### config.mk
export PLATFORM = sky130hd
export DESIGN_NAME = accumulator_core
export DESIGN_NICKNAME = d
export VERILOG_FILES = /design/src/source/chip_pkg.sv /design/src/source/accumulator_core.sv
export SDC_FILE = /design/constraint.sdc
export NUM_CORES = 1
export LEC_CHECK = 0
export BUFFER_PORTS_ARGS = -buffer_cell sky130_fd_sc_hd__buf_2
export CAP_MARGIN = 25
export CELL_PAD_IN_SITES_DETAIL_PLACEMENT = 0
export CELL_PAD_IN_SITES_GLOBAL_PLACEMENT = 1
export CORE_ASPECT_RATIO = 0.7
export CORE_UTILIZATION = 36
export CTS_CLUSTER_DIAMETER = 200
export DETAILED_ROUTE_END_ITERATION = 10
export PLACE_DENSITY_LB_ADDON = 0.25
export SLEW_MARGIN = 20
export SYNTH_ARGS = -nofsm -noshare
export SYNTH_HDL_FRONTEND = slang
export SYNTH_SLANG_ARGS = --single-unit
export TNS_END_PERCENT = 50
### constraint.sdc
create_clock -name clk -period 4 [get_ports clk]
set_input_delay 0.6 -clock clk [delete_from_list [all_inputs] [get_ports clk]]
set_output_delay 0.6 -clock clk [all_outputs]
set_load 0.01 [all_outputs]
### src/source/chip_pkg.sv
`default_nettype none

package chip_pkg;

	// ~~~~~~~~~~~~~~~~~~~~~~~~~~~~~~~~~~~~~~~
	// timing and sizes
	// ~~~~~~~~~~~~~~~~~~~~~~~~~~~~~~~~~~~~~~~
	localparam int CLKS_PER_BIT = 16;
	localparam int RESET_HOLD_CYCLES = 15;
	localparam int INST_ADDR_BITS = 6;
	localparam int MAIN_ADDR_BITS = 8;
	localparam int FIFO_DEPTH_BITS = 4; // sixteen entries per uart buffer.

	// ~~~~~~~~~~~~~~~~~~~~~~~~~~~~~~~~~~~~~~~
	// instruction set
	// ~~~~~~~~~~~~~~~~~~~~~~~~~~~~~~~~~~~~~~~
	typedef enum logic [7:0] {
		OP_LDI = 8'h01,
		OP_ADDI = 8'h02,
		OP_LD = 8'h03,
		OP_ST = 8'h04,
		OP_OUT = 8'h05,
		OP_BNZ = 8'h06,
		OP_HALT = 8'h00 // erased memory reads as halt.
	} opcode_t;

	typedef struct packed {
		opcode_t opcode;
		logic [7:0] unused;
		logic [15:0] operand; // sign extended by LDI and ADDI.
	} instr_t;

	// ~~~~~~~~~~~~~~~~~~~~~~~~~~~~~~~~~~~~~~~
	// bus payloads
	// ~~~~~~~~~~~~~~~~~~~~~~~~~~~~~~~~~~~~~~~
	typedef logic [7:0] uart_byte_t;

	typedef struct packed {
		logic [31:0] addr;
		logic [31:0] data;
	} mem_write_t;

	typedef struct packed {
		uart_byte_t data;
		logic frame_error;
	} rx_entry_t;

	typedef struct packed {
		logic loader_reset;
		logic loaded;
		logic halted;
		logic tx_pending;
		logic tx_seen;
		logic lost;
		logic rx_pending;
		logic rx_seen;
	} debug_t;

endpackage

`default_nettype wire

### src/source/accumulator_core.sv
`default_nettype none

module accumulator_core import chip_pkg::*; (
	input wire logic clk,
	input wire logic chip_reset,
	output logic [31:0] inst_addr,
	output logic inst_valid,
	input wire logic [31:0] inst_data,
	input wire logic inst_ready,
	output mem_write_t main_write,
	output logic main_write_valid,
	input wire logic main_write_ready,
	output logic [31:0] main_addr,
	output logic main_read_valid,
	input wire logic [31:0] main_data,
	input wire logic main_ready,
	output uart_byte_t tx_byte,
	output logic tx_valid,
	input wire logic tx_ready,
	output logic halted
);

	typedef enum logic [2:0] {
		S_IDLE,
		S_FETCH,
		S_FETCH_WAIT,
		S_EXEC,
		S_LOAD_WAIT,
		S_HALT
	} state_t;

	state_t state;
	instr_t ir;
	logic [INST_ADDR_BITS-1:0] pc;
	logic [INST_ADDR_BITS-1:0] pc_inc;
	logic [31:0] acc;
	logic [31:0] imm;
	logic in_exec;

	assign pc_inc = pc + 1'b1; // wraps at the instruction memory depth.
	assign imm = {{16{ir.operand[15]}}, ir.operand};
	assign in_exec = (state == S_EXEC);

	always_comb begin
		inst_valid = (state == S_FETCH);
		inst_addr = 32'(pc);
		main_addr = 32'(ir.operand);
		main_read_valid = in_exec && (ir.opcode == OP_LD);
		main_write.addr = 32'(ir.operand);
		main_write.data = acc;
		main_write_valid = in_exec && (ir.opcode == OP_ST);
		tx_byte = acc[7:0];
		tx_valid = in_exec && (ir.opcode == OP_OUT);
		halted = (state == S_HALT);
	end

	always_ff @(posedge clk) begin
		if (state == S_FETCH_WAIT && inst_ready)
			ir <= instr_t'(inst_data);
	end

	always_ff @(posedge clk) begin
		if (chip_reset) begin
			state <= S_IDLE;
			pc <= '0;
			acc <= '0;
		end else begin
			case (state)
				S_IDLE: state <= S_FETCH;
				S_FETCH: state <= S_FETCH_WAIT;
				S_FETCH_WAIT: begin
					if (inst_ready)
						state <= S_EXEC;
				end
				S_EXEC: begin
					case (ir.opcode)
						OP_LDI: begin
							acc <= imm;
							pc <= pc_inc;
							state <= S_FETCH;
						end
						OP_ADDI: begin
							acc <= acc + imm;
							pc <= pc_inc;
							state <= S_FETCH;
						end
						OP_LD: state <= S_LOAD_WAIT; // request is taken this cycle.
						OP_ST: begin
							if (main_write_ready) begin
								pc <= pc_inc;
								state <= S_FETCH;
							end
						end
						OP_OUT: begin
							if (tx_ready) begin
								pc <= pc_inc;
								state <= S_FETCH;
							end
						end
						OP_BNZ: begin
							pc <= (acc != 0) ? ir.operand[INST_ADDR_BITS-1:0] : pc_inc;
							state <= S_FETCH;
						end
						default: state <= S_HALT;
					endcase
				end
				S_LOAD_WAIT: begin
					if (main_ready) begin
						acc <= main_data;
						pc <= pc_inc;
						state <= S_FETCH;
					end
				end
				default: state <= S_HALT;
			endcase
		end
	end

endmodule

`default_nettype wire

==> qor.txt, run 1 <==
Placer Congestion: 0.927
WL/cell: 17.8 um
I/O pin cnt: 211
Global-route congestion overflow total: 0
Placed cell areas: 0.00612 sq mm
DRT antenna net count: 0
CP max stage cell: a211oi_1
CTS H-Tree Depth: 3
Detailed Route Iter0 Violations: 488
Crit share post-route: 81.5%
R2R setup slack: 0.74 ns
Post-synth EDFFs: 24
Met2 WL: 7790 um
PwrDens: 309 mW/mm^2
Clk_skew: 0.0101 ns
Metal-1 WL: 9130 um
Vias in the first global route: 5078
WP data required: 4.26 ns
TritonCTS buffer count: 9
CP Capture Type: flop
Metal3 WL: 1160 um
Critical path startpoint category: flop
Die area: 0.0164 sq mm
# rows: 38
#FFs+latches synth: 65
Total track usage: 22.2%
Final WL: 18200 um
RSZ-0062 raised after global routing: false
DIE WIDTH: 153 um
Fmax: 307 MHz
Area growth from synthesis to layout: 12.8%
FF/Latch Area: 0.00154 sq mm
Global-route wire length before repair: 28300 um
Mean post-synth cell area: 7.85 sq um
Asr flop ratio synth: 0%
Final Hold Viols: 0
Final Total Pwr: 1.99 mW
CTS clk-pin slew, worst paths: 0.06 ns
CP Max Fanout: 17
DR vias: 5560
Fin nets: 921
Worst EP arrival: 3.52 ns
Post-CTS Setup Bufs: 0
Port buffer count: 144
Mapped Cells: 728
Sequential fraction of the synthesis area: 27.0%
Synth top area share: 14.4%
Cell Area, Synth: 0.00571 sq mm
CTS resizes: 0
Count of final setup violators: 0
Max cap viols: 0
# diodes: 0
Synth warn: 0
Leakage: 2.82 nW
Core area: 0.0155 sq mm
Max stage delay on crit path: 0.75 ns
Outcome: complete, no violations
Design area: 0.00645 sq mm
TritonRoute pass-1 iters: 9
Worst Path Buf+Inv: 0
Remaining DRCs: 0
Least-Margin Pin Slew: 1.03 ns
Critical path's most frequent cell: a211oi_1
Critical Setup Path Class: flop to flop
Clock latency on the worst-skew pair: 0.35 ns
Top post-synthesis cells by area: dfxtp_1 (14%), buf_4 (13%), edfxtp_1 (13%)
Ys flop type: dfxtp_1
Post-layout min period: 3.26 ns
Root buffer cell: clkbuf_16
CTS Buffer Depth: 2
CP Cell Sequence: ha_1, nand2_1, o21ai_0, a211oi_1, a211oi_1, a21oi_1, xor2_1, o32ai_1
Dpl hpwl: 14000 um
Fin Setup TNS: 0 ns
Reg2Reg Depth: 8
Vias per std cell: 5.43
Share of cells above drive strength 1: 22.4%
Die height: 107 um
CTS hold repair buffers: 0
# clock sinks: 65
Largest net degree at the start of global routing: 50
Yosys top cell by area: dfxtp_1
Initial Utilization: 36.9%
Worst hold path type: primary input to flop
Rel. slew slack: 31.5%
Footprint of the multi-input gates: 0.00347 sq mm
Hold Path Depth: 1
Largest delay share family, worst path: compound AO/OA/AOI/OAI gates
Top layer in use: met4
WP depth: 8
Netlist cell types: 69
# fillers: 1637
Initial antenna violation count: 0
Most frequent cells in the layout: buf_2 (144), nor2_1 (72), a21oi_1 (72)
Slew Viols, Final: 0
CTS tree: done
Most common cell after layout, fill and taps aside: buf_2
Peak supply drop: 0.186 mV
-- per-stage QoR --
stage          hold WS [ns]  cells  setup slack (ns)  utilization [%]
6_report              0.426   1023             0.741             41.6
5_1_grt               0.414   1023             0.633             41.6
4_1_cts               0.418   1023             0.862             41.6
3_5_place_dp          0.486   1007             0.900             39.5
3_3_place_gp          0.480   1007             0.907             39.5
2_1_floorplan         0.494    785             0.349                -
-- layer usage --
layer  vias to the layer above  track usage (%)
met5                         -                0
met4                         0             3.90
met3                        12             4.67
met2                       222             34.2
met1                      2630             32.0
li1                       2696                -
-- area by class of cell --
type	instances	share of cell area, %
clock buffer	9	3.49
clock inverter	7	1.59
inverter	14	0.815
multi-input combinational	573	53.8
sequential	65	23.9
tap	200	3.88
timing repair buffer	155	12.5
-- sequential cells by signal, indices dropped and copies added (netlist names) --
register,flops
state,3
main_addr,16
ir,8
acc,32
pc,6
-- where the power goes --
part / internal [mW] / total, mW / switching (mW)
clock network: 0.553 / 0.900 / 0.347
logic: 0.123 / 0.338 / 0.215
registers: 0.714 / 0.752 / 0.0378
total: 1.39 / 1.99 / 0.600
-- worst paths after layout --
kind	start	to
min	inst_data[1]	main_addr[1]
max reg2reg	main_addr[15]	acc[29]
min reg2reg	acc[20]	acc[20]
max	main_addr[15]	acc[29]
-- cell families (layout without fill, tap and decap cells) --
group | after synthesis | after routing | synth area share, %
AND/OR/NAND/NOR | 242 | 242 | 20.7
AO/OA/AOI/OAI | 215 | 215 | 24.7
buffers and inverters | 147 | 185 | 16.3
flip-flops | 65 | 65 | 27.0
adder cells (fa/ha/maj) | 33 | 33 | 7.36
XOR/XNOR | 20 | 20 | 3.07
multiplexers | 5 | 5 | 0.876
other | 1 | 58 | 0.0656
-- worst reg2reg max path: cells and delay by family, from the launching register on --
| kind | cells | cell delay, ns |
|---|---|---|
| AO/OA/AOI/OAI | 5 | 1.59 |
| flip-flops | 1 | 0.71 |
| AND/OR/NAND/NOR | 1 | 0.08 |
| adder cells (fa/ha/maj) | 1 | 0.60 |
| XOR/XNOR | 1 | 0.18 |
-- synth_stat cells (7+ instances only) --
cell type and instances:
nor3_1 11, nor2_1 72, inv_1 14, nor4_1 15
o211ai_1 15, or3_1 8, xnor2_1 10, buf_4 98
o21ai_0 36, a21o_1 13, nand3_1 12, xor2_1 10
a22oi_1 10, clkbuf_1 30, nand2_1 68, a21oi_1 72
nand3b_1 8, nand4_1 8, dfxtp_1 41, edfxtp_1 24
a311oi_1 8, nand2b_1 7, ha_1 32
Note: power is estimated with default switching activity, not from simulation.
==> run 2: changes to the inputs <==
ABC_AREA = 1   (was unset)
CORE_UTILIZATION = 35   (was 36)
clock period = 3.2 ns   (was 4 ns; I/O delays follow)
==> run 2 against run 1 <==
Non-clock buffer count shrank 1. Die area grew 14%. First-iteration DRC count is 34% lower. Sequential power is 36% higher. Hold slack got worse by 0.12 ns.
==> qor.txt, run 2 <==
Dpl hpwl: 15300 um (+9.1%)
Share of cells above drive strength 1: 20.3% (-2.1 points)
Synth warn: 0 (unchanged)
Die area: 0.0187 sq mm (+14%)
Clock latency on the worst-skew pair: 0.35 ns (about the same)
Least-Margin Pin Slew: 0.945 ns (-0.0827 ns)
WP data required: 3.42 ns (-0.84 ns)
# diodes: 0 (unchanged)
Final WL: 18800 um (+3.5%)
Total track usage: 21.0% (-1.2 points)
CTS hold repair buffers: 0 (unchanged)
Global-route congestion overflow total: 0 (unchanged)
I/O pin cnt: 211 (unchanged)
Mean post-synth cell area: 6.37 sq um (-19%)
#FFs+latches synth: 65 (unchanged)
Crit share post-route: 83.5% (+2.0 points)
Met1 usage: 32.5% (+0.50 points)
CTS Buffer Depth: 2 (unchanged)
# clock sinks: 65 (unchanged)
Most common cell after layout, fill and taps aside: nand2_1
Worst hold path type: primary input to flop
Vias in the first global route: 5609 (+10%)
FF/Latch Area: 0.00154 sq mm (unchanged)
Asr flop ratio synth: 0% (unchanged)
Largest net degree at the start of global routing: 41 (-18%)
Gr busiest metal: met1
Clk_skew: 0.0102 ns (+0.0000306 ns)
CP Capture Type: flop
Most flops, register: acc
Count of final setup violators: 0 (unchanged)
Most frequent cells in the layout: nand2_1 (307), buf_2 (144), inv_1 (124)
Area growth from synthesis to layout: 12.9% (about the same)
Post-Synth Simple-Gate Area: 33.6% (+13 points)
CTS resizes: 0 (unchanged)
Post-synthesis mux area share: 0% (-0.88 points)
Peak supply drop: 0.259 mV (+39%)
Die height: 115 um (+6.8%)
# rows: 40 (+5.3%)
Yosys top cell by area: nand2_1
Fin nets: 1202 (+31%)
Outcome: complete, no violations
RSZ-0062 raised after global routing: false
Leakage: 3.89 nW (+38%)
Fmax: 374 MHz (+22%)
Critical Setup Path Class: flop to flop
TritonCTS buffer count: 9 (unchanged)
CTS clk-pin slew, worst paths: 0.07 ns (about the same)
Root buffer cell: clkbuf_16
Netlist cell types: 40 (-42%)
DRT antenna net count: 0 (unchanged)
Met2 usage: 29.2% (-5.0 points)
Critical path startpoint category: flop
Top-count cell post-synth: nand2_1
Post-CTS Setup Bufs: 0 (unchanged)
DR vias: 6077 (+9.3%)
CTS tree: done
Largest register FFs: 32 (unchanged)
Slew Viols, Final: 0 (unchanged)
Core area: 0.0175 sq mm (+13%)
Fin Setup TNS: 0 ns (unchanged)
Final Hold Viols: 0 (unchanged)
Max cap viols: 0 (unchanged)
Initial Utilization: 36.3% (-0.53 points)
PwrDens: 459 mW/mm^2 (+49%)
Worst EP arrival: 2.89 ns (-0.63 ns)
Vias per std cell: 4.55 (-16%)
Remaining DRCs: 0 (unchanged)
Global-route wire length before repair: 30100 um (+6.5%)
CTS H-Tree Depth: 3 (unchanged)
DIE WIDTH: 163 um (+6.8%)
Synth Area in Adders: 6.62% (-0.73 points)
Mapped Cells: 996 (+37%)
CP Max Fanout: 19 (+2)
Placer Congestion: 0.855 (-7.8%)
Rel. slew slack: 37.0% (+5.5 points)
Synth top area share: 18.2% (+3.8 points)
WL/cell: 14.1 um (-21%)
Top post-synthesis cells by area: nand2_1 (18%), dfxtp_1 (13%), buf_4 (12%)
Initial antenna violation count: 1 (+1)
# fillers: 1915 (+17%)
Compound-Gate Fraction of Synth Area: 11.8% (-13 points)
Xor and xnor fraction of the mapped netlist area: 2.21% (-0.86 points)
Cell Area, Synth: 0.00635 sq mm (+11%)
Final Total Pwr: 3.29 mW (+65%)
Detailed Route Iter0 Violations: 322 (-34%)
Ys flop type: dfxtp_1
TritonRoute pass-1 iters: 5 (-4)
Port buffer count: 144 (unchanged)
Footprint of the multi-input gates: 0.00366 sq mm (+5.5%)
M3 GR Usage: 4.38% (-0.29 points)
Post-synth EDFFs: 24 (unchanged)
Sequential fraction of the synthesis area: 24.3% (-2.7 points)
Largest family of logic cells by synthesized area: simple AND/OR/NAND/NOR gates
Post-layout min period: 2.67 ns (-0.589 ns)
Post-synth top cells: nand2_1 (307), inv_1 (124), buf_4 (101), nor2_1 (97), a21oi_1 (57)
## run 2: changes by cell type after synthesis, moves of 10 or more
| cell | before | now |
|---|---|---|
| nand2_1 | 68 | 307 |
| inv_1 | 14 | 124 |
| nand3_1 | 12 | 52 |
| nor2_1 | 72 | 97 |
| clkbuf_1 | 30 | 10 |
| nor2_2 | 0 | 16 |
| a21oi_1 | 72 | 57 |
| nor4_1 | 15 | 0 |
| a21o_1 | 13 | 1 |
| a21oi_2 | 0 | 12 |
| a22oi_1 | 10 | 0 |
| o21ai_0 | 36 | 26 |
## run 2: worst paths after layout
path	startpoint	endpoint	slack [ns]	cells past startpoint
max	main_addr[15]	acc[24]	0.53	12
min	inst_data[3]	main_addr[3]	0.30	1
max reg2reg	main_addr[15]	acc[24]	0.53	12
min reg2reg	pc[5]	pc[5]	0.49	2
## run 2: critical path: stages, from the launching register on
cell	delay, ns
edfxtp_1	0.75
ha_1	0.59
nand2_1	0.13
nor2_1	0.26
nand2_1	0.13
nor2_1	0.13
nand2_1	0.08
nand3_1	0.08
nand2_1	0.05
nand3_1	0.13
nand2_1	0.08
nand2_1	0.08
a21oi_2	0.05
## run 2: kinds of logic after synthesis
logic type,Yosys count
adder cells (fa/ha/maj),33
XOR/XNOR,16
other,1
AO/OA/AOI/OAI,123
AND/OR/NAND/NOR,507
flip-flops,65
buffers and inverters,251
## run 2: final cells by class
| class | count | area share [%] |
|---|---|---|
| inverters | 132 | 6.99 |
| well taps | 231 | 4.03 |
| multi-input cells | 737 | 51.1 |
| clock inverters | 7 | 2.08 |
| repair buffers | 154 | 11.1 |
| flip-flops and latches | 65 | 21.5 |
| clock buffers | 9 | 3.14 |
## run 2: power by group
group          internal [mW]  switching (mW)  total (mW)
sequential             0.929          0.0891        1.02
clock                  0.850           0.418        1.27
combinational          0.348           0.652        1.00
total                   2.13            1.16        3.29
## run 2: metrics by stage
stage          std cells  hold slack (ns)  utilization, %  worst slack (ns)  cell area (sq um)
3_5_place_dp        1319            0.477            38.9             0.599               6790
5_1_grt             1335            0.294            41.0             0.309               7160
4_1_cts             1335            0.291            41.0             0.582               7160
2_1_floorplan       1053            0.503               -              1.15               6560
6_report            1335            0.303            41.0             0.529               7160
3_3_place_gp        1319            0.481            38.9             0.627               6790
## run 2: layer usage
layer / share of wire, % / up-vias
met4: 0.62 / 2
met5: 0.053 / -
met1: 56 / 2671
li1: - / 3219
met3: 6.2 / 10
met2: 37 / 175
