**config.mk**
```make
export PLATFORM = sky130hd
export DESIGN_NAME = program_loader
export DESIGN_NICKNAME = d
export VERILOG_FILES = /design/src/source/chip_pkg.sv /design/src/source/program_loader.sv
export SDC_FILE = /design/constraint.sdc
export NUM_CORES = 1
export LEC_CHECK = 0
export BUFFER_PORTS_ARGS = -buffer_cell sky130_fd_sc_hd__buf_2
export CORE_AREA = 2 2 72 74
export CTS_CLUSTER_SIZE = 10
export DETAILED_ROUTE_END_ITERATION = 16
export DIE_AREA = 0 0 74 76
export PLACE_DENSITY = 0.71
export SLEW_MARGIN = 10
export SYNTH_ARGS = -nofsm -noshare
export SYNTH_HDL_FRONTEND = slang
export SYNTH_SLANG_ARGS = --single-unit
```
**constraint.sdc**
```tcl
create_clock -name clk -period 2.3 [get_ports clk]
set_input_delay 0.46 -clock clk [delete_from_list [all_inputs] [get_ports clk]]
set_output_delay 0.46 -clock clk [all_outputs]
set_load 0.01 [all_outputs]
```
**src/source/chip_pkg.sv**
```systemverilog
`default_nettype none

package chip_pkg;

	// ~~~~~~~~~~~~~~~~~~~~~~~~~~~~~~~~~~~~~~~
	// timing and sizes
	// ~~~~~~~~~~~~~~~~~~~~~~~~~~~~~~~~~~~~~~~
	localparam int CLKS_PER_BIT = 16;
	localparam int RESET_HOLD_CYCLES = 15;
	localparam int INST_ADDR_BITS = 6;
	localparam int MAIN_ADDR_BITS = 8;
	localparam int FIFO_DEPTH_BITS = 4; // sixteen entries per uart buffer.

	// ~~~~~~~~~~~~~~~~~~~~~~~~~~~~~~~~~~~~~~~
	// instruction set
	// ~~~~~~~~~~~~~~~~~~~~~~~~~~~~~~~~~~~~~~~
	typedef enum logic [7:0] {
		OP_LDI = 8'h01,
		OP_ADDI = 8'h02,
		OP_LD = 8'h03,
		OP_ST = 8'h04,
		OP_OUT = 8'h05,
		OP_BNZ = 8'h06,
		OP_HALT = 8'h00 // erased memory reads as halt.
	} opcode_t;

	typedef struct packed {
		opcode_t opcode;
		logic [7:0] unused;
		logic [15:0] operand; // sign extended by LDI and ADDI.
	} instr_t;

	// ~~~~~~~~~~~~~~~~~~~~~~~~~~~~~~~~~~~~~~~
	// bus payloads
	// ~~~~~~~~~~~~~~~~~~~~~~~~~~~~~~~~~~~~~~~
	typedef logic [7:0] uart_byte_t;

	typedef struct packed {
		logic [31:0] addr;
		logic [31:0] data;
	} mem_write_t;

	typedef struct packed {
		uart_byte_t data;
		logic frame_error;
	} rx_entry_t;

	typedef struct packed {
		logic loader_reset;
		logic loaded;
		logic halted;
		logic tx_pending;
		logic tx_seen;
		logic lost;
		logic rx_pending;
		logic rx_seen;
	} debug_t;

endpackage

`default_nettype wire

```
**src/source/program_loader.sv**
```systemverilog
`default_nettype none

module program_loader import chip_pkg::*; (
	input wire logic clk,
	input wire logic chip_reset,
	input wire uart_byte_t rx_byte,
	input wire logic rx_valid,
	output logic rx_ready,
	output mem_write_t write_req,
	output logic write_valid,
	input wire logic write_ready,
	output logic loaded
);

	typedef enum logic [1:0] {S_COUNT, S_BYTES, S_WRITE, S_DONE} state_t;

	state_t state;
	logic [INST_ADDR_BITS-1:0] word_idx;
	logic [INST_ADDR_BITS-1:0] word_last;
	logic [1:0] byte_idx;
	logic [31:0] word;

	assign rx_ready = (state == S_COUNT) || (state == S_BYTES);
	assign write_valid = (state == S_WRITE);
	assign loaded = (state == S_DONE);

	always_comb begin
		write_req.addr = 32'(word_idx);
		write_req.data = word;
	end

	always_ff @(posedge clk) begin
		if (state == S_BYTES && rx_valid)
			word <= {rx_byte, word[31:8]}; // little endian, low byte first.
	end

	always_ff @(posedge clk) begin
		if (chip_reset) begin
			state <= S_COUNT;
			word_idx <= '0;
			word_last <= '0;
			byte_idx <= '0;
		end else begin
			case (state)
				S_COUNT: begin
					if (rx_valid) begin
						word_last <= rx_byte[INST_ADDR_BITS-1:0] - 1'b1; // 64 wraps to 63.
						word_idx <= '0;
						byte_idx <= '0;
						state <= S_BYTES;
					end
				end
				S_BYTES: begin
					if (rx_valid) begin
						byte_idx <= byte_idx + 1'b1;
						if (byte_idx == 2'd3)
							state <= S_WRITE;
					end
				end
				S_WRITE: begin
					if (write_ready) begin
						if (word_idx == word_last) begin
							state <= S_DONE;
						end else begin
							word_idx <= word_idx + 1'b1;
							state <= S_BYTES;
						end
					end
				end
				default: state <= S_DONE;
			endcase
		end
	end

	a_no_write_after_load: assert property (@(posedge clk) disable iff (chip_reset)
		loaded |=> loaded && !write_valid)
		else $error("instruction write after load completed");

endmodule

`default_nettype wire

```
==> tab_implementation.tex, run 1 <==
\begin{tabular}{lr}
\hline
Metric & Value \\
\hline
\multicolumn{2}{l}{\textbf{Clock tree}} \\
Buffer cell driving the clock tree root & sky130\_fd\_sc\_hd\_\_clkbuf\_8 \\
Number of hold buffers added after CTS & 0 \\
Number of setup buffers added after CTS & 0 \\
Number of gates resized after cts & 0 \\
Num CTS Buffers & 5 \\
H-Tree Level Count & 2 \\
Number of clock sinks & 48 \\
CTS tree & built \\
Worst-skew pair later-pin latency & 0.30 ns \\
Maximum buffer depth of the clock tree & 2 \\
Clock slew at the register clock pins of the worst setup and hold paths & 0.09 ns \\
\multicolumn{2}{l}{\textbf{Timing}} \\
Number of pins exceeding their max-slew limit in the final report & 0 \\
Worst clock skew on the final layout & 0.004544 ns \\
Clock period minus worst slack & 1.643 ns \\
Worst hold-check slack & 0.3298 ns \\
Final critical-path share of the clock period & 71.45\% \\
Slew @ Worst Pin & 0.6832 ns \\
Slew Limit Headroom & 54.28\% \\
Setup-failing EPs final & 0 \\
Hold violation count in the final report & 0 \\
Highest Clock Rate & 608.6 MHz \\
Smallest setup slack after layout & 0.6568 ns \\
RSZ-0062 raised after global routing & false \\
Sum of negative setup slack & 0 ns \\
\multicolumn{2}{l}{\textbf{Pwr}} \\
Switching power share of the total & 23.06\% \\
Sequential fraction of design power & 56.2\% \\
Pleak & 0.0009967 µW \\
Switch Pwr & 397.4 µW \\
IR Drop Worst-Case VDD & 289.6 µV \\
Combinational cell fraction of total power & 8.1\% \\
Total power per unit cell area & 708.9 nW/µm² \\
Clock network power share & 35.8\% \\
Internal & 1326 µW \\
\multicolumn{2}{l}{\textbf{Place}} \\
Half-perimeter wire length after placement & 2491 µm \\
Cell area after placement & 2316 µm² \\
Port-buffer cells & 52 \\
Setup slack after placement & 0.6619 ns \\
Gp weighted congestion & 0.7992 \\
\multicolumn{2}{l}{\textbf{Finish}} \\
Post-layout utilization of the core & 49.49\% \\
Diodes inserted & 0 \\
Share of final-layout standard cells stronger than drive strength 1 & 32.11\% \\
Design Area, Final & 2431 µm² \\
Synthesis-to-finish area growth & 17.33\% \\
Number of nets in the layout & 232 \\
\multicolumn{2}{l}{\textbf{Logic synthesis}} \\
Primary flip-flop cell chosen by synthesis mapping & sky130\_fd\_sc\_hd\_\_edfxtp\_1 \\
Most frequent cell after synthesis & sky130\_fd\_sc\_hd\_\_edfxtp\_1 \\
Share of synthesized area occupied by flip-flops and latches & 61.84\% \\
Area fraction of the dominant cell type after synthesis & 46.38\% \\
Library cell occupying the most area in the post-synthesis netlist & sky130\_fd\_sc\_hd\_\_edfxtp\_1 \\
Count of synthesis-stage warnings from yosys & 0 \\
Synth cell types & 34 \\
Share of async-settable or async-resettable flops after synthesis & 0\% \\
Average size of a mapped cell & 12.87 µm² \\
Summed instance area of the synthesized netlist & 2072 µm² \\
Most frequent cells after synthesis & 32 x sky130\_fd\_sc\_hd\_\_edfxtp\_1, 26 x sky130\_fd\_sc\_hd\_\_buf\_4, 16 x sky130\_fd\_sc\_hd\_\_dfxtp\_1 \\
\#FFs+latches synth & 48 \\
Post-synth EDFFs & 32 \\
Synth top area cells & sky130\_fd\_sc\_hd\_\_edfxtp\_1 46\%, sky130\_fd\_sc\_hd\_\_dfxtp\_1 15\%, sky130\_fd\_sc\_hd\_\_buf\_4 9.4\%, sky130\_fd\_sc\_hd\_\_xor2\_1 3.0\%, sky130\_fd\_sc\_hd\_\_a211oi\_1 2.5\% \\
Count of mapped cells out of synthesis & 161 \\
\multicolumn{2}{l}{\textbf{Drt}} \\
Vias per cell & 4.569 \\
Per-cell routed wire length & 12.14 µm \\
Vias after detailed routing & 1316 \\
Count of antenna-violating nets left after detailed routing & 0 \\
DRT iter0 DRCs & 35 \\
Routed WL & 3496 µm \\
Total DRC errors in the routed layout & 0 \\
Initial DRT Pass Iterations & 4 \\
\multicolumn{2}{l}{\textbf{Flow run}} \\
Number of max-cap violations & 0 \\
\multicolumn{2}{l}{\textbf{Worst setup path}} \\
Worst-path fanout max & 6 \\
List of cells traversed by the critical path & nand2b\_1 -> inv\_1 -> buf\_2 \\
Cell family with most CP delay & flip-flops \\
Cells on worst reg2reg path & 4 \\
Maximum single-stage delay on the critical path & 0.37 ns \\
Setup crit end kind & output port \\
CP required & 1.84 ns \\
Worst reg-to-reg setup slack & 0.75 ns \\
Worst Path Arrival & 1.18 ns \\
Reg-to-Reg Start & word\_idx[4] \\
Slowest cell on the critical path & sky130\_fd\_sc\_hd\_\_dfxtp\_1 \\
Reg-to-reg endpoint & word\_idx[5] \\
Crit path buf inv count & 2 \\
Critical Path Source Type & flip-flop \\
Critical path type & reg2out \\
\multicolumn{2}{l}{\textbf{Global routing}} \\
Number of global-route vias before repair & 1122 \\
First-pass GRT wire length & 5423 µm \\
GRT overflow & 0 \\
Initial antenna violation count & 0 \\
Total GRT Usage & 12.84\% \\
Pin count of the biggest net entering global routing & 33 \\
\multicolumn{2}{l}{\textbf{Floorplanning}} \\
Die X & 74 µm \\
Effective utilization at floorplan & 42.18\% \\
Cell row count & 26 \\
Full die area & 5624 µm² \\
IO Count & 79 \\
CORE AREA & 4912 µm² \\
Vertical die dimension & 76 µm \\
\multicolumn{2}{l}{\textbf{Worst hold path}} \\
Hold Crit Endpoint & word[30] \\
Launch point of the worst hold path & rx\_byte[6] \\
Class of the most critical hold timing path & in2reg \\
Hold Crit Depth & 1 \\
\multicolumn{2}{l}{\textbf{Outcome}} \\
Result of the run & finished, final reports clean \\
\hline
\end{tabular}
## layer usage
| metal | global-route usage [%] | vias to the layer above | part of all wire [%] |
|---|---|---|---|
| met2 | 19.46 | 62 | 49 |
| met4 | 7.091 | 0 | 2.4 |
| li1 | - | 639 | - |
| met3 | 3.439 | 5 | 7.0 |
| met5 | 0 | - | 0 |
| met1 | 16.38 | 610 | 42 |
## final cells by class
type | count | area [µm²]
fill | 437 | 2481
sequential | 48 | 1281
multi-input combinational | 102 | 653.1
timing repair buffer | 53 | 267.8
tap | 70 | 87.58
clock buffer | 5 | 68.82
clock inverter | 3 | 46.29
inverter | 7 | 26.28
## kinds of logic (layout without fill, tap and decap cells)
family	after synthesis	count (layout)	synth area share, %
simple gates	37	37	10.45
compound gates	25	25	9.722
other cells	1	26	0.1810
buf+inv	36	68	11.29
mux	1	1	0.4831
fa+ha+maj	3	3	1.812
xor+xnor	10	10	4.227
flops	48	48	61.84
## sequential cells by signal (all words and copies together) (netlist names)
signal	flops
word	32
word_idx	6
word_last	6
byte_idx	2
state	2
## worst register-to-register path, stage by stage (launching register included)
cell and delay [ns]:
sky130_fd_sc_hd__dfxtp_1 0.44, sky130_fd_sc_hd__xor2_1 0.13, sky130_fd_sc_hd__nor4_4 0.47, sky130_fd_sc_hd__a21o_1 0.30, sky130_fd_sc_hd__o22ai_1 0.11
## placed cells by master, fill, tap and decap left out, types with 3 or more instances in the layout
cell type and instances:
sky130_fd_sc_hd__dfxtp_1 16, sky130_fd_sc_hd__xor2_1 7, sky130_fd_sc_hd__inv_1 6, sky130_fd_sc_hd__nand2b_1 7, sky130_fd_sc_hd__buf_2 52, sky130_fd_sc_hd__clkbuf_8 5, sky130_fd_sc_hd__a21oi_1 4, sky130_fd_sc_hd__nand3_1 4
sky130_fd_sc_hd__ha_1 3, sky130_fd_sc_hd__nand2_1 4, sky130_fd_sc_hd__edfxtp_1 32, sky130_fd_sc_hd__conb_1 26, sky130_fd_sc_hd__or3_1 4, sky130_fd_sc_hd__xnor2_1 3, sky130_fd_sc_hd__a221oi_1 4, sky130_fd_sc_hd__a211oi_1 7
sky130_fd_sc_hd__nor2_1 9
## power groups by stage
stage,Combinational (µW),Sequential [µW],Clock [µW]
final,139,968,616
after global routing,157,972,674
after CTS,139,969,635
after detailed placement,139,989,0
after global placement,137,987,0
after floorplan,116,997,0
## how the worst max path moves through the flow
stage,slack (ns),startpoint,cells after the start,to
after floorplan,0.48,rx_valid,2,word[0]
after global placement,0.73,chip_reset,4,word_idx[4]
after detailed placement,0.66,rx_valid,5,word_last[5]
after CTS,0.65,state[0],3,write_valid
after global routing,0.58,state[1],4,word_last[3]
final,0.66,state[0],3,write_valid
## stage by stage
stage | std cells | total power [µW]
final | 288 | 1723
after global routing | 288 | 1803
after CTS | 288 | 1742
after detailed placement | 280 | 1127
after global placement | 280 | 1124
after floorplan | 186 | 1113
Power figures use the tool's default switching activity.
==> inputs of run 2 (changes only) <==
--- a/config.mk
+++ b/config.mk
@@ -6,11 +6,11 @@
 export NUM_CORES = 1
 export LEC_CHECK = 0
 export BUFFER_PORTS_ARGS = -buffer_cell sky130_fd_sc_hd__buf_2
-export CORE_AREA = 2 2 72 74
+export CORE_AREA = 2 2 69 71
 export CTS_CLUSTER_SIZE = 10
 export DETAILED_ROUTE_END_ITERATION = 16
-export DIE_AREA = 0 0 74 76
-export PLACE_DENSITY = 0.71
+export DIE_AREA = 0 0 71 73
+export PLACE_DENSITY = 0.74
 export SLEW_MARGIN = 10
 export SYNTH_ARGS = -nofsm -noshare
 export SYNTH_HDL_FRONTEND = slang
==> constraint.sdc (replaced) <==
create_clock -name clk -period 1.67 [get_ports clk]
set_input_delay 0.334 -clock clk [delete_from_list [all_inputs] [get_ports clk]]
set_output_delay 0.334 -clock clk [all_outputs]
set_load 0.01 [all_outputs]
==> run 2 against run 1 <==
Compared with the run above: cell area is 1.7% higher; setup slack worse by 0.53 ns; die area is 7.8% lower; global-route usage is 0.88 points higher; critical path type unchanged; combinational power is 45% higher; critical endpoint unchanged; highest routed layer unchanged; non-clock buffer count is 3 higher; core utilization is 5.0 points higher.
==> tab_implementation.tex, run 2 (synthesis gave the netlist of run 1 again) <==
\begin{tabular}{lr}
\hline
Metric & Value \\
\hline
\multicolumn{2}{l}{\textbf{Worst setup path}} \\
CP required & 1.34 ns \\
List of cells traversed by the critical path & nand2b\_1 -> inv\_1 -> buf\_2 \\
Worst Path Arrival & 1.21 ns \\
Slowest cell on the critical path & sky130\_fd\_sc\_hd\_\_dfxtp\_1 \\
Worst-path fanout max & 6 \\
Crit. Startpoint & state[0] \\
Maximum single-stage delay on the critical path & 0.36 ns \\
Setup crit end kind & output port \\
Critical path type & reg2out \\
Critical Path Source Type & flip-flop \\
Reg-to-Reg Start & word\_idx[0] \\
\multicolumn{2}{l}{\textbf{Pwr}} \\
IR Drop Worst-Case VDD & 457.3 µV \\
Clock network power share & 39.3\% \\
Total power per unit cell area & 1021 nW/µm² \\
Internal & 1985 µW \\
Pleak & 0.001030 µW \\
Switching power share of the total & 21.43\% \\
Switch Pwr & 541.4 µW \\
Combinational cell fraction of total power & 8.0\% \\
Sequential fraction of design power & 52.7\% \\
\multicolumn{2}{l}{\textbf{Worst hold path}} \\
Class of the most critical hold timing path & in2reg \\
Launch point of the worst hold path & rx\_byte[6] \\
\multicolumn{2}{l}{\textbf{Timing}} \\
Final critical-path share of the clock period & 92.36\% \\
Number of pins exceeding their max-slew limit in the final report & 0 \\
Worst clock skew on the final layout & 0.004365 ns \\
Highest Clock Rate & 648.4 MHz \\
Hold violation count in the final report & 0 \\
Slew Limit Headroom & 66.76\% \\
Smallest setup slack after layout & 0.1276 ns \\
Worst hold-check slack & 0.2076 ns \\
RSZ-0062 raised after global routing & false \\
Setup-failing EPs final & 0 \\
Slew @ Worst Pin & 0.4959 ns \\
Clock period minus worst slack & 1.542 ns \\
Sum of negative setup slack & 0 ns \\
\multicolumn{2}{l}{\textbf{Outcome}} \\
Result of the run & finished, final reports clean \\
\multicolumn{2}{l}{\textbf{Finish}} \\
Number of nets in the layout & 235 \\
Design Area, Final & 2474 µm² \\
Number of flip-flops in the largest register & 32 \\
Most frequent cells in the layout & 52 x sky130\_fd\_sc\_hd\_\_buf\_2, 32 x sky130\_fd\_sc\_hd\_\_edfxtp\_1, 26 x sky130\_fd\_sc\_hd\_\_conb\_1 \\
Top reg by flops & word \\
Most common cell after layout, fill and taps aside & sky130\_fd\_sc\_hd\_\_buf\_2 \\
Diodes inserted & 0 \\
Synthesis-to-finish area growth & 19.38\% \\
Share of final-layout standard cells stronger than drive strength 1 & 33.03\% \\
Largest registers & word x32, word\_idx x6, word\_last x6 \\
Post-layout utilization of the core & 54.54\% \\
\multicolumn{2}{l}{\textbf{Clock tree}} \\
Num CTS Buffers & 5 \\
Maximum buffer depth of the clock tree & 2 \\
Number of setup buffers added after CTS & 0 \\
Number of clock sinks & 48 \\
Buffer cell driving the clock tree root & sky130\_fd\_sc\_hd\_\_clkbuf\_8 \\
Number of gates resized after cts & 0 \\
Clock slew at the register clock pins of the worst setup and hold paths & 0.08 ns \\
Number of hold buffers added after CTS & 0 \\
Worst-skew pair later-pin latency & 0.30 ns \\
H-Tree Level Count & 2 \\
CTS tree & built \\
\multicolumn{2}{l}{\textbf{Floorplanning}} \\
CORE AREA & 4536 µm² \\
Cell row count & 25 \\
Die X & 71 µm \\
Vertical die dimension & 73 µm \\
IO Count & 79 \\
Full die area & 5183 µm² \\
Effective utilization at floorplan & 45.68\% \\
\multicolumn{2}{l}{\textbf{Flow run}} \\
Number of max-cap violations & 0 \\
\multicolumn{2}{l}{\textbf{Global routing}} \\
Total GRT Usage & 13.71\% \\
GRT overflow & 0 \\
Pin count of the biggest net entering global routing & 33 \\
Number of global-route vias before repair & 1195 \\
Initial antenna violation count & 0 \\
First-pass GRT wire length & 5437 µm \\
\multicolumn{2}{l}{\textbf{Place}} \\
Cell area after placement & 2336 µm² \\
Port-buffer cells & 52 \\
Half-perimeter wire length after placement & 2559 µm \\
Gp weighted congestion & 0.8651 \\
Setup slack after placement & 0.1898 ns \\
\multicolumn{2}{l}{\textbf{Drt}} \\
Count of antenna-violating nets left after detailed routing & 0 \\
Initial DRT Pass Iterations & 4 \\
Total DRC errors in the routed layout & 0 \\
DRT iter0 DRCs & 65 \\
Vias after detailed routing & 1283 \\
Routed WL & 3368 µm \\
Vias per cell & 4.665 \\
Per-cell routed wire length & 12.25 µm \\
\hline
\end{tabular}
run 2: changes by cell type in the layout (fill, tap and decap cells not counted):
cell                         before  now
sky130_fd_sc_hd__clkinvlp_4       1    0
sky130_fd_sc_hd__buf_4            1    3
sky130_fd_sc_hd__nor2_4           0    1
sky130_fd_sc_hd__bufinv_16        1    2
sky130_fd_sc_hd__nor2_2           1    0
sky130_fd_sc_hd__buf_12           0    1
run 2: metrics by stage:
step / total power [µW] / cells
floorplan: 1534 / 186
global placement: 1557 / 267
detailed placement: 1564 / 267
CTS: 2558 / 275
global route: 2616 / 275
finish: 2527 / 275
run 2: worst paths after layout:
check | endpoint | slack (ns) | depth (start not counted)
worst max-delay path | write_valid | 0.13 | 3
worst min-delay path | word[30] | 0.21 | 1
worst max register to register | word_idx[5] | 0.16 | 4
worst min register to register | word[12] | 0.44 | 0
run 2: metal layers:
metal  vias up  GRT usage [%]  wire length, µm
li1        644              -                -
met4         0          6.289               55
met2        49          23.99             1713
met1       584          15.27             1366
met5         -              0                0
met3         6          4.420              233
run 2: final cells by class:
| cell class | instances | area, µm² |
|---|---|---|
| flip-flops and latches | 48 | 1281 |
| inverters | 7 | 26.28 |
| clock inverters | 3 | 68.82 |
| repair buffers | 56 | 302.8 |
| well taps | 54 | 67.56 |
| fillers | 395 | 2062 |
| multi-input cells | 102 | 658.1 |
| clock buffers | 5 | 68.82 |
run 2: power by group through the flow:
stage | clock (µW) | sequential (µW) | combinational, µW
6_report | 993 | 1330 | 202
5_1_grt | 1050 | 1340 | 224
4_1_cts | 1020 | 1330 | 203
3_5_place_dp | 0 | 1360 | 203
3_3_place_gp | 0 | 1360 | 199
2_1_floorplan | 0 | 1370 | 162
run 2: worst max-delay path, delay by kind of cell (launching register included):
kind / cells / cell delay (ns)
simple gates: 1 / 0.19
flops: 1 / 0.36
buf+inv: 2 / 0.37
==> inputs of run 3 (changes only) <==
--- a/config.mk
+++ b/config.mk
@@ -6,11 +6,11 @@
 export NUM_CORES = 1
 export LEC_CHECK = 0
 export BUFFER_PORTS_ARGS = -buffer_cell sky130_fd_sc_hd__buf_2
-export CORE_AREA = 2 2 69 71
+export CORE_AREA = 2 2 70 72
 export CTS_CLUSTER_SIZE = 10
 export DETAILED_ROUTE_END_ITERATION = 16
-export DIE_AREA = 0 0 71 73
-export PLACE_DENSITY = 0.74
+export DIE_AREA = 0 0 72 74
+export PLACE_DENSITY = 0.72
 export SLEW_MARGIN = 10
 export SYNTH_ARGS = -nofsm -noshare
 export SYNTH_HDL_FRONTEND = slang
==> run 3 against run 2 <==
Compared with the run above: maximum frequency increased by 0.94%; sequential power about the same; routed wire length up 2.7%; setup slack better by 0.014 ns; via count grew 1.9%; critical endpoint unchanged; highest routed layer unchanged; die area grew 2.8%; cell count down 0.36%.
==> tab_implementation.tex, run 3 (synthesis gave the netlist of run 1 again) <==
\begin{tabular}{lr}
\hline
Metric & Value \\
\hline
\multicolumn{2}{l}{\textbf{Outcome}} \\
Result of the run & finished, final reports clean \\
\multicolumn{2}{l}{\textbf{Floorplanning}} \\
IO Count & 79 \\
Cell row count & 25 \\
Effective utilization at floorplan & 45.06\% \\
Vertical die dimension & 74 µm \\
Full die area & 5328 µm² \\
CORE AREA & 4598 µm² \\
Die X & 72 µm \\
\multicolumn{2}{l}{\textbf{Pwr}} \\
Total power per unit cell area & 966.8 nW/µm² \\
Pleak & 0.001011 µW \\
Clock network power share & 35.0\% \\
Sequential fraction of design power & 56.5\% \\
Combinational cell fraction of total power & 8.6\% \\
Switching power share of the total & 22.58\% \\
Internal & 1826 µW \\
IR Drop Worst-Case VDD & 406.0 µV \\
Switch Pwr & 532.7 µW \\
\multicolumn{2}{l}{\textbf{Clock tree}} \\
H-Tree Level Count & 2 \\
Number of setup buffers added after CTS & 0 \\
Buffer cell driving the clock tree root & sky130\_fd\_sc\_hd\_\_clkbuf\_8 \\
Worst-skew pair later-pin latency & 0.30 ns \\
Clock slew at the register clock pins of the worst setup and hold paths & 0.08 ns \\
Number of clock sinks & 48 \\
Number of hold buffers added after CTS & 0 \\
Num CTS Buffers & 5 \\
CTS tree & built \\
Number of gates resized after cts & 0 \\
Maximum buffer depth of the clock tree & 2 \\
\multicolumn{2}{l}{\textbf{Finish}} \\
Post-layout utilization of the core & 53.06\% \\
Largest registers & word x32, word\_idx x6, word\_last x6 \\
Number of nets in the layout & 234 \\
Top reg by flops & word \\
Share of final-layout standard cells stronger than drive strength 1 & 32.27\% \\
Most frequent cells in the layout & 52 x sky130\_fd\_sc\_hd\_\_buf\_2, 32 x sky130\_fd\_sc\_hd\_\_edfxtp\_1, 26 x sky130\_fd\_sc\_hd\_\_conb\_1 \\
Layout fillers & 410 \\
Most common cell after layout, fill and taps aside & sky130\_fd\_sc\_hd\_\_buf\_2 \\
Synthesis-to-finish area growth & 17.75\% \\
Diodes inserted & 0 \\
Number of flip-flops in the largest register & 32 \\
\multicolumn{2}{l}{\textbf{Global routing}} \\
Total GRT Usage & 13.43\% \\
Pin count of the biggest net entering global routing & 33 \\
First-pass GRT wire length & 5375 µm \\
Initial antenna violation count & 0 \\
Number of global-route vias before repair & 1141 \\
GRT overflow & 0 \\
\multicolumn{2}{l}{\textbf{Timing}} \\
Number of pins exceeding their max-slew limit in the final report & 0 \\
Hold violation count in the final report & 0 \\
Setup-failing EPs final & 0 \\
Final critical-path share of the clock period & 91.50\% \\
Sum of negative setup slack & 0 ns \\
Clock period minus worst slack & 1.528 ns \\
RSZ-0062 raised after global routing & false \\
Worst clock skew on the final layout & 0.005932 ns \\
Highest Clock Rate & 654.4 MHz \\
Smallest setup slack after layout & 0.1420 ns \\
\multicolumn{2}{l}{\textbf{Drt}} \\
Vias per cell & 4.774 \\
Vias after detailed routing & 1308 \\
Total DRC errors in the routed layout & 0 \\
Per-cell routed wire length & 12.62 µm \\
Count of antenna-violating nets left after detailed routing & 0 \\
Routed WL & 3459 µm \\
DRT iter0 DRCs & 39 \\
Initial DRT Pass Iterations & 4 \\
\multicolumn{2}{l}{\textbf{Place}} \\
Setup slack after placement & 0.1833 ns \\
Gp weighted congestion & 0.8443 \\
Port-buffer cells & 52 \\
Half-perimeter wire length after placement & 2502 µm \\
\multicolumn{2}{l}{\textbf{Worst setup path}} \\
Cells on worst reg2reg path & 4 \\
Worst Path Arrival & 1.19 ns \\
Worst-path fanout max & 6 \\
Worst reg-to-reg setup slack & 0.15 ns \\
Critical Path Source Type & flip-flop \\
CP required & 1.34 ns \\
Critical path type & reg2out \\
Setup crit end kind & output port \\
\multicolumn{2}{l}{\textbf{Flow run}} \\
Number of max-cap violations & 0 \\
\multicolumn{2}{l}{\textbf{Worst hold path}} \\
Hold Crit Depth & 1 \\
Class of the most critical hold timing path & in2reg \\
\hline
\end{tabular}
==> run 3: cell types whose count changed in the layout (fill, tap and decap cells not counted), sizes merged <==
cell	previous run	this run
buf	56	55
bufinv	2	1
clkinv	0	2
inv	8	7
==> run 3: worst paths after layout <==
path | startpoint | endpoint
min | rx_byte[6] | word[30]
max reg2reg | word_idx[0] | word_idx[5]
max | state[0] | write_valid
min reg2reg | word[25] | word[17]
==> run 3: critical path, stage by stage (launching register included) <==
cell,delay [ns]
sky130_fd_sc_hd__dfxtp_1,0.35
sky130_fd_sc_hd__nand2b_1,0.18
sky130_fd_sc_hd__inv_1,0.19
sky130_fd_sc_hd__buf_2,0.17
==> run 3: metal layers <==
layer  share of wire, %  global-route usage (%)  wire length, µm  vias up
met5                  0                       0                0        -
met4                1.4                   6.080               48        0
met3                6.1                   3.930              211        5
met2                 51                   22.53             1751       60
met1                 42                   16.18             1446      602
li1                   -                       -                -      641
==> run 3: cell type report <==
type / instances / area [µm²] / area share [%]
Clock buffer: 5 / 68.82 / 2.821
Timing Repair Buffer: 55 / 295.3 / 12.10
Sequential cell: 48 / 1281 / 52.51
Tap cell: 54 / 67.56 / 2.769
Inverter: 7 / 26.28 / 1.077
Clock inverter: 3 / 42.54 / 1.744
Multi-Input combinational cell: 102 / 658.1 / 26.97
==> run 3: through the flow <==
step | hold slack (ns) | cells | area [µm²] | total power, µW
finish | 0.2124 | 274 | 2440 | 2359
global route | 0.1987 | 274 | 2440 | 2445
CTS | 0.2021 | 274 | 2440 | 2387
detailed placement | 0.4286 | 266 | 2328 | 1562
global placement | 0.4247 | 266 | 2328 | 1558
floorplan | 0.4296 | 186 | 2173 | 1534
==> run 3: power by group through the flow <==
stage / clock (µW) / sequential, µW / combinational, µW
floorplan: 0 / 1370 / 162
global placement: 0 / 1360 / 200
detailed placement: 0 / 1360 / 202
CTS: 851 / 1330 / 202
global route: 882 / 1340 / 225
finish: 825 / 1330 / 202
